File: src/hdl/rv_exec_consts.svh
`ifndef RV_EXEC_CONSTS_SVH
`define RV_EXEC_CONSTS_SVH

// ------------------------------------------------------------
// Datapath sizing
// ------------------------------------------------------------

// Width of a register and of the ALU datapath
`define RV_XLEN 32

// Architectural integer registers, x0 included
`define RV_NUM_REGS 32

// Bits needed to index one register
`define RV_REG_AW 5

// ------------------------------------------------------------
// Fixed encodings
// ------------------------------------------------------------

// Full ebreak word, no other SYSTEM encoding is taken
`define RV_EBREAK_WORD 32'h0010_0073

`endif

File: src/hdl/rv_exec_pkg.sv
`include "rv_exec_consts.svh"

package rv_exec_pkg;

    // ------------------------------------------------------------
    // Instruction field encodings
    // ------------------------------------------------------------

    // Major opcode, bits 6:0 of the instruction
    typedef enum logic [6:0] {
        OPC_OP_IMM = 7'b0010011,
        OPC_SYSTEM = 7'b1110011
    } rv_opcode_e;

    // OP-IMM function, bits 14:12
    // Shift right shares one code, bit 30 picks the flavour
    typedef enum logic [2:0] {
        F3_ADDI      = 3'b000,
        F3_SLLI      = 3'b001,
        F3_SLTI      = 3'b010,
        F3_SLTIU     = 3'b011,
        F3_XORI      = 3'b100,
        F3_SRLI_SRAI = 3'b101,
        F3_ORI       = 3'b110,
        F3_ANDI      = 3'b111
    } rv_funct3_e;

    // ------------------------------------------------------------
    // Internal operation code
    // ------------------------------------------------------------

    // What the execute unit does with operand and immediate
    typedef enum logic [3:0] {
        ALU_ADD     = 4'd0,
        ALU_SLT     = 4'd1,
        ALU_SLTU    = 4'd2,
        ALU_XOR     = 4'd3,
        ALU_OR      = 4'd4,
        ALU_AND     = 4'd5,
        ALU_SLL     = 4'd6,
        ALU_SRL     = 4'd7,
        ALU_SRA     = 4'd8,
        ALU_EBREAK  = 4'd9,
        ALU_ILLEGAL = 4'd10
    } rv_alu_op_e;

    // ------------------------------------------------------------
    // Bundles between blocks
    // ------------------------------------------------------------

    // Decoder output
    typedef struct packed {
        rv_alu_op_e                 alu_op;
        logic [`RV_REG_AW-1:0]      rd;
        // Already sign-extended
        logic [`RV_XLEN-1:0]        imm;
        // Cleared for rd == x0
        logic                       rd_write;
    } rv_decoded_t;

    // Contents of the issue register
    typedef struct packed {
        rv_decoded_t                decoded;
        logic [`RV_XLEN-1:0]        rs1_value;
    } rv_issue_t;

    // Commit port and writeback
    typedef struct packed {
        logic [`RV_REG_AW-1:0]      rd;
        logic [`RV_XLEN-1:0]        value;
        logic                       wen;
        logic                       halt;
        logic                       illegal;
    } rv_commit_t;

endpackage

File: src/hdl/rv_exec_top.sv
`include "rv_exec_consts.svh"

module rv_exec_top (
    input  logic                    clk,
    input  logic                    rst,
    input  logic                    instr_valid,
    output logic                    instr_ready,
    input  logic [`RV_XLEN-1:0]     instr,
    output logic                    commit_valid,
    input  logic                    commit_ready,
    output rv_exec_pkg::rv_commit_t commit,
    output logic                    halted
);

    // ------------------------------------------------------------
    // Decode and operand read, side by side
    // ------------------------------------------------------------

    rv_exec_pkg::rv_decoded_t decoded;
    rv_exec_pkg::rv_issue_t   issue_d;
    rv_exec_pkg::rv_issue_t   issue_q;
    rv_exec_pkg::rv_commit_t  result;
    logic [`RV_XLEN-1:0]      rs1_data;
    logic                     issue_valid_q;
    logic                     halted_q;
    logic                     intake_fire;
    logic                     commit_fire;
    logic                     wb_en;

    rv_idu u_idu (
        .instr   (instr),
        .decoded (decoded)
    );

    rv_regfile u_regfile (
        .clk      (clk),
        .rst      (rst),
        // rs1 field
        .rs1_addr (instr[19:15]),
        .rs1_data (rs1_data),
        .wr_en    (wb_en),
        .wr_addr  (result.rd),
        .wr_data  (result.value)
    );

    assign issue_d.decoded   = decoded;
    assign issue_d.rs1_value = rs1_data;

    // ------------------------------------------------------------
    // Handshakes
    // ------------------------------------------------------------

    assign commit_fire = issue_valid_q && commit_ready;

    // Free slot or slot draining now, nothing after an ebreak
    assign instr_ready = !halted_q && (!issue_valid_q || (commit_fire && !result.halt));

    assign intake_fire = instr_valid && instr_ready;

    // ------------------------------------------------------------
    // Issue register and halt flag
    // ------------------------------------------------------------

    always_ff @(posedge clk) begin
        if (rst) begin
            issue_valid_q <= 1'b0;
            halted_q      <= 1'b0;
        end else begin
            if (intake_fire) begin
                issue_valid_q <= 1'b1;
            end else if (commit_fire) begin
                issue_valid_q <= 1'b0;
            end
            // Sticky once ebreak commits
            if (commit_fire && result.halt) begin
                halted_q <= 1'b1;
            end
        end
    end

    // Payload only
    always_ff @(posedge clk) begin
        if (intake_fire) begin
            issue_q <= issue_d;
        end
    end

    // ------------------------------------------------------------
    // Execute, commit and writeback
    // ------------------------------------------------------------

    rv_exu u_exu (
        .issue  (issue_q),
        .result (result)
    );

    assign commit_valid = issue_valid_q;
    assign commit       = result;
    assign halted       = halted_q;

    // Write lands at the commit edge
    assign wb_en = commit_fire && result.wen;

endmodule

File: src/hdl/rv_exu.sv
`include "rv_exec_consts.svh"

module rv_exu (
    input  rv_exec_pkg::rv_issue_t  issue,
    output rv_exec_pkg::rv_commit_t result
);

    // ------------------------------------------------------------
    // Operands
    // ------------------------------------------------------------

    logic [`RV_XLEN-1:0]     op_a;
    logic [`RV_XLEN-1:0]     op_b;
    logic [4:0]              shamt;
    rv_exec_pkg::rv_alu_op_e alu_op;
    logic [`RV_XLEN-1:0]     alu_out;
    logic                    is_halt;
    logic                    is_illegal;

    assign op_a   = issue.rs1_value;
    assign op_b   = issue.decoded.imm;
    assign alu_op = issue.decoded.alu_op;

    // Shift amount, low five immediate bits
    assign shamt = op_b[4:0];

    // ------------------------------------------------------------
    // ALU
    // ------------------------------------------------------------

    always_comb begin
        alu_out = '0;
        case (alu_op)
            rv_exec_pkg::ALU_ADD: begin
                alu_out = op_a + op_b;
            end
            rv_exec_pkg::ALU_SLT: begin
                // Signed compare, result 1 or 0
                alu_out = {{(`RV_XLEN-1){1'b0}}, ($signed(op_a) < $signed(op_b))};
            end
            rv_exec_pkg::ALU_SLTU: begin
                alu_out = {{(`RV_XLEN-1){1'b0}}, (op_a < op_b)};
            end
            rv_exec_pkg::ALU_XOR: alu_out = op_a ^ op_b;
            rv_exec_pkg::ALU_OR:  alu_out = op_a | op_b;
            rv_exec_pkg::ALU_AND: alu_out = op_a & op_b;
            rv_exec_pkg::ALU_SLL: alu_out = op_a << shamt;
            rv_exec_pkg::ALU_SRL: alu_out = op_a >> shamt;
            rv_exec_pkg::ALU_SRA: begin
                // Sign fill from bit 31
                alu_out = $unsigned($signed(op_a) >>> shamt);
            end
            default: begin
                // ebreak and illegal produce no value
                alu_out = '0;
            end
        endcase
    end

    // ------------------------------------------------------------
    // Commit flags
    // ------------------------------------------------------------

    assign is_halt    = (alu_op == rv_exec_pkg::ALU_EBREAK);
    assign is_illegal = (alu_op == rv_exec_pkg::ALU_ILLEGAL);

    assign result.rd      = issue.decoded.rd;
    assign result.value   = alu_out;
    // Decoder already clears rd_write for x0
    assign result.wen     = issue.decoded.rd_write && !is_halt && !is_illegal;
    assign result.halt    = is_halt;
    assign result.illegal = is_illegal;

endmodule

File: src/hdl/rv_idu.sv
`include "rv_exec_consts.svh"

module rv_idu (
    input  logic [`RV_XLEN-1:0]      instr,
    output rv_exec_pkg::rv_decoded_t decoded
);

    // ------------------------------------------------------------
    // Field extraction
    // ------------------------------------------------------------

    rv_exec_pkg::rv_opcode_e opcode;
    rv_exec_pkg::rv_funct3_e funct3;
    logic [`RV_REG_AW-1:0]   rd;
    logic                    is_op_imm;
    logic                    arith_shift;

    assign opcode      = rv_exec_pkg::rv_opcode_e'(instr[6:0]);
    assign funct3      = rv_exec_pkg::rv_funct3_e'(instr[14:12]);
    assign rd          = instr[11:7];
    // Bit 30 set means srai, clear means srli
    assign arith_shift = instr[30];
    assign is_op_imm   = (opcode == rv_exec_pkg::OPC_OP_IMM);

    // ------------------------------------------------------------
    // Destination, immediate and operation select
    // ------------------------------------------------------------

    always_comb begin
        decoded.rd = rd;
        // I-type immediate, sign from bit 31
        decoded.imm = {{(`RV_XLEN-12){instr[31]}}, instr[31:20]};
        // Only OP-IMM writes back, never to x0
        decoded.rd_write = is_op_imm && (rd != '0);
        // Anything not matched below stays illegal
        decoded.alu_op = rv_exec_pkg::ALU_ILLEGAL;
        case (opcode)
            rv_exec_pkg::OPC_OP_IMM: begin
                case (funct3)
                    rv_exec_pkg::F3_ADDI:  decoded.alu_op = rv_exec_pkg::ALU_ADD;
                    rv_exec_pkg::F3_SLLI:  decoded.alu_op = rv_exec_pkg::ALU_SLL;
                    rv_exec_pkg::F3_SLTI:  decoded.alu_op = rv_exec_pkg::ALU_SLT;
                    rv_exec_pkg::F3_SLTIU: decoded.alu_op = rv_exec_pkg::ALU_SLTU;
                    rv_exec_pkg::F3_XORI:  decoded.alu_op = rv_exec_pkg::ALU_XOR;
                    rv_exec_pkg::F3_SRLI_SRAI: begin
                        if (arith_shift) begin
                            decoded.alu_op = rv_exec_pkg::ALU_SRA;
                        end else begin
                            decoded.alu_op = rv_exec_pkg::ALU_SRL;
                        end
                    end
                    rv_exec_pkg::F3_ORI:   decoded.alu_op = rv_exec_pkg::ALU_OR;
                    rv_exec_pkg::F3_ANDI:  decoded.alu_op = rv_exec_pkg::ALU_AND;
                    default:               decoded.alu_op = rv_exec_pkg::ALU_ILLEGAL;
                endcase
            end
            rv_exec_pkg::OPC_SYSTEM: begin
                // Only the exact ebreak word, ecall and CSR ops are not supported
                if (instr == `RV_EBREAK_WORD) begin
                    decoded.alu_op = rv_exec_pkg::ALU_EBREAK;
                end
            end
            default: begin
                decoded.alu_op = rv_exec_pkg::ALU_ILLEGAL;
            end
        endcase
    end

endmodule

File: src/hdl/rv_regfile.sv
`include "rv_exec_consts.svh"

module rv_regfile (
    input  logic                  clk,
    input  logic                  rst,
    input  logic [`RV_REG_AW-1:0] rs1_addr,
    output logic [`RV_XLEN-1:0]   rs1_data,
    input  logic                  wr_en,
    input  logic [`RV_REG_AW-1:0] wr_addr,
    input  logic [`RV_XLEN-1:0]   wr_data
);

    // ------------------------------------------------------------
    // Storage
    // ------------------------------------------------------------

    logic [`RV_XLEN-1:0] regs [`RV_NUM_REGS];
    logic                wr_ok;
    logic                bypass;

    // x0 is never written
    assign wr_ok = wr_en && (wr_addr != '0);

    always_ff @(posedge clk) begin
        if (rst) begin
            // All registers start at zero
            for (int i = 0; i < `RV_NUM_REGS; i++) begin
                regs[i] <= '0;
            end
        end else if (wr_ok) begin
            regs[wr_addr] <= wr_data;
        end
    end

    // ------------------------------------------------------------
    // Read port
    // ------------------------------------------------------------

    // Same-cycle write to the read index wins over the array
    assign bypass = wr_ok && (wr_addr == rs1_addr);

    always_comb begin
        if (rs1_addr == '0) begin
            // Hard zero
            rs1_data = '0;
        end else if (bypass) begin
            rs1_data = wr_data;
        end else begin
            rs1_data = regs[rs1_addr];
        end
    end

endmodule

File: config.mk
export PLATFORM = sky130hd
export DESIGN_NAME = rv_exec_top
export DESIGN_NICKNAME = d
export VERILOG_FILES = /design/src/hdl/rv_exec_pkg.sv /design/src/hdl/rv_exec_top.sv /design/src/hdl/rv_exu.sv /design/src/hdl/rv_idu.sv /design/src/hdl/rv_regfile.sv
export VERILOG_INCLUDE_DIRS = /design/src /design/src/hdl
export SDC_FILE = /design/constraint.sdc
export NUM_CORES = 2
export LEC_CHECK = 0
export ABC_CLOCK_PERIOD_IN_PS = 8029
export BUFFER_PORTS_ARGS = -buffer_cell sky130_fd_sc_hd__buf_2
export CAP_MARGIN = 20
export CELL_PAD_IN_SITES_DETAIL_PLACEMENT = 0
export CELL_PAD_IN_SITES_GLOBAL_PLACEMENT = 2
export CORE_ASPECT_RATIO = 1.25
export CORE_MARGIN = 1.5
export CORE_UTILIZATION = 45
export CTS_BUF_LIST = sky130_fd_sc_hd__clkbuf_4
export CTS_CLUSTER_SIZE = 16
export DETAILED_ROUTE_END_ITERATION = 6
export PLACE_DENSITY_LB_ADDON = 0.1
export SKIP_LAST_GASP = 1
export SYNTH_ARGS = -nofsm -noshare
export SYNTH_HDL_FRONTEND = slang
export SYNTH_SLANG_ARGS = --single-unit
export TNS_END_PERCENT = 50
File: constraint.sdc
create_clock -name clk -period 8.03 [get_ports clk]
set_input_delay 1.2045 -clock clk [delete_from_list [all_inputs] [get_ports clk]]
set_output_delay 1.2045 -clock clk [all_outputs]
set_load 0.02 [all_outputs]
==> impl_metrics.env <==
export IMPL_worst_hold_path_num_cells=1
export IMPL_worstMarginPinSlew_ps=1150
export IMPL_clockBufferDepth=4
export IMPL_rsz0062_at_grt="no"
export IMPL_dp_hpwl_mm=114
export IMPL_synth_ff_type="edfxtp_1"
export IMPL_core_area_um2=120000
export IMPL_worst_path_most_repeated_cell="nor2_1"
export IMPL_grt_max_degree=94
export IMPL_place_area_um2=56700
export IMPL_globalRoute_totalOverflow=0
export IMPL_drc=7
export IMPL_fin_skew_ps=85.8
export IMPL_vias=36837
export IMPL_final_core_util=0.500
export IMPL_die_width_um=315
export IMPL_synth_edff_count=1078
export IMPL_cts_buffers=302
export IMPL_antenna_found_initial=10
export IMPL_final_cells=5987
export IMPL_grt_usage=0.315
export IMPL_critPathLaunchType="register"
export IMPL_rows=142
export IMPL_grt_pass1_wl_mm=272
export IMPL_power_total_mw=12.8
export IMPL_min_from="instr[23]"
export IMPL_grt_pass1_vias=37052
export IMPL_crit_fanout=33
export IMPL_synth_cells=4067
export IMPL_max_stage_delay_ps=950
export IMPL_htreeDepth=5
export IMPL_crit_path_start="issue_q[44]"
export IMPL_synth_cell_area_um2=54600
export IMPL_drive_gt1_frac=0.265
export IMPL_seq_area_frac_synth=0.594
export IMPL_relSlewSlack=0.235
export IMPL_fill_cells=10615
export IMPL_syn_area_per_cell_um2=13.4
export IMPL_routed_wl_mm=193
export IMPL_setup_viol=0
export IMPL_reg2reg_depth=9
export IMPL_drt_iter0_markers=3880
export IMPL_first_pass_iters=7
export IMPL_worstSetupPathType="register to output pin"
export IMPL_multi_input_area_um2=20400
export IMPL_dieArea_um2=123000
export IMPL_cp_arrival_ps=6100
export IMPL_cp_required_ps=6830
export IMPL_synth_seq_cells=1080
export IMPL_violations="DRC"
export IMPL_cts_sinks=1080
export IMPL_status="finished, violations left"
export IMPL_worstReg2RegStart="issue_q[71]"
export IMPL_clock_latency_ps=1250
export IMPL_slew_violations=0
export IMPL_dp_cells=5504
export IMPL_regArea_um2=32400
export IMPL_start_util=0.455
export IMPL_cts_resized=0
export IMPL_gp_congestion=0.974
export IMPL_ios=79
export IMPL_root_buffer="clkbuf_4"
export IMPL_wl_per_cell_um=32.3
export IMPL_drtAntennaViolNets=0
export IMPL_syn_to_final_growth_pct=10.0
export IMPL_min_period_ps=7300
export IMPL_path_clk_slew_ps=70
export IMPL_post_drt_via_cell_ratio=6.15
export IMPL_ys_warn_count=0
export IMPL_final_area_um2=60100
export IMPL_fin_tns_setup_ps=0
export IMPL_crit_path_end_kind="output pin"
export IMPL_die_height_um=392
export IMPL_powerDensity_nw_per_um2=213
export IMPL_hp_class="input pin to register"
export IMPL_p_leak_nw=21.1
export IMPL_async_reset_ff_frac=0
export IMPL_cp_cell_sequence="inv_1 -> buf_4 -> ha_1 -> a21oi_1 -> nor2_1 -> nor2_1 -> nor3_1 -> a2111oi_0 -> o221a_2 -> nand2_1 -> buf_2"
export IMPL_slowest_stage="edfxtp_1"
export IMPL_ctsHoldBuffers=0
export IMPL_finalNetCount=4358
export IMPL_fin_crit_sh=0.910
export IMPL_max_cap_viol_count=0
export IMPL_postCtsSetupBuffers=0
export IMPL_max_freq_mhz=137
export IMPL_final_hold_viol_count=0
export IMPL_io_buffers=78
export IMPL_cts_tree="built"
export IMPL_vdd_drop_max_uv=136
export IMPL_yosysUniqueCellTypes=99
## state kept, by name, summed over array words and instances (netlist names)
| register | flops |
|---|---|
| commit_valid | 1 |
| halted | 1 |
| issue_q | 54 |
| u_regfile.regs | 1024 |
## cells by family after synthesis
group,share of synthesized area
other,0.0000687
and+or+nand+nor,0.109
AOI/OAI and AO/OA,0.0612
buffers and inverters,0.0422
muxes,0.168
adders and majority gates,0.0226
DFF,0.594
xor gates and xnor gates,0.00353
## layout by cell type (no fill, tap or decap), types with 77 or more instances in the layout
| master | instances |
|---|---|
| nor2_1 | 1083 |
| edfxtp_1 | 1078 |
| clkbuf_4 | 421 |
| mux4_2 | 365 |
| buf_4 | 133 |
| a21oi_1 | 120 |
| nand2_1 | 120 |
| ha_1 | 97 |
| inv_1 | 90 |
| o21ai_0 | 77 |
## cell type report
class,count,area share
antenna,16,0.000666
sequential,1080,0.539
clock buffer,421,0.0526
multi-input combinational,2527,0.340
clock inverter,46,0.00300
tap,1584,0.0330
inverter,97,0.00606
timing repair buffer,216,0.0255
## cell usage after synthesis, drive strengths merged, types with 4 or more instances
cell	instances	area [um^2]
a21o	13	97.6
clkbuf	202	758
nor3	36	195
a21oi	133	688
a211oi	63	526
mux2i	67	671
o221ai	9	78.8
inv	96	360
o2111ai	8	70.1
o221a	4	45.0
nor2b	31	194
buf	192	1180
o31a	7	61.3
a211o	5	43.8
o211ai	23	173
edfxtp	1078	32400
nand3	24	120
nand4	9	56.3
or2	6	37.5
mux2	21	236
a2111oi	8	95.1
ha	97	1210
nand4b	5	43.8
o31ai	8	65.1
xor2	9	78.8
nor4	11	68.8
nor3b	6	55.1
and2	5	31.3
a221oi	13	150
o21bai	4	30.0
nor2	1085	4070
nand2b	45	282
nand2	151	567
a31oi	15	115
o311a	4	52.6
mux4	367	8270
xnor2	13	114
o21ai	87	439
o22ai	22	138
and3	8	50.1
o211a	4	40.0
a22oi	18	135
## layer usage
layer  part of all wire  wire length [um]  GRT usage
met1               0.38             74200      0.398
met2               0.50             97000      0.531
met3              0.073             14100     0.0571
met4              0.041              7920      0.134
met5           0.000067                13          0
## metrics by stage
step / worst slack (ps) / hold slack (ps)
after floorplan: 3100 / 597
after global placement: 2160 / 480
after detailed placement: 2110 / 496
after CTS: 740 / 33.7
after global routing: 271 / 64.3
final: 726 / 159
## where the power goes
part / switching [mW] / total [mW] / internal (mW)
clock network: 2.25 / 4.63 / 2.38
registers: 0.132 / 6.54 / 6.41
logic: 1.06 / 1.63 / 0.573
total: 3.45 / 12.8 / 9.36
## worst paths after layout
path,to,slack (ps)
hold / removal,issue_q[36],160
hold reg to reg,halted,510
setup reg to reg,u_regfile.regs[30][23],2450
setup / recovery,commit[26],730
## critical path: cells and delay by family, from the launching register on
kind,cells,cell delay [ps]
flops,1,950
simple gates,4,910
fa+ha+maj,1,460
compound gates,3,1430
buf+inv,3,1040
(Power assumes the default switching activity.)
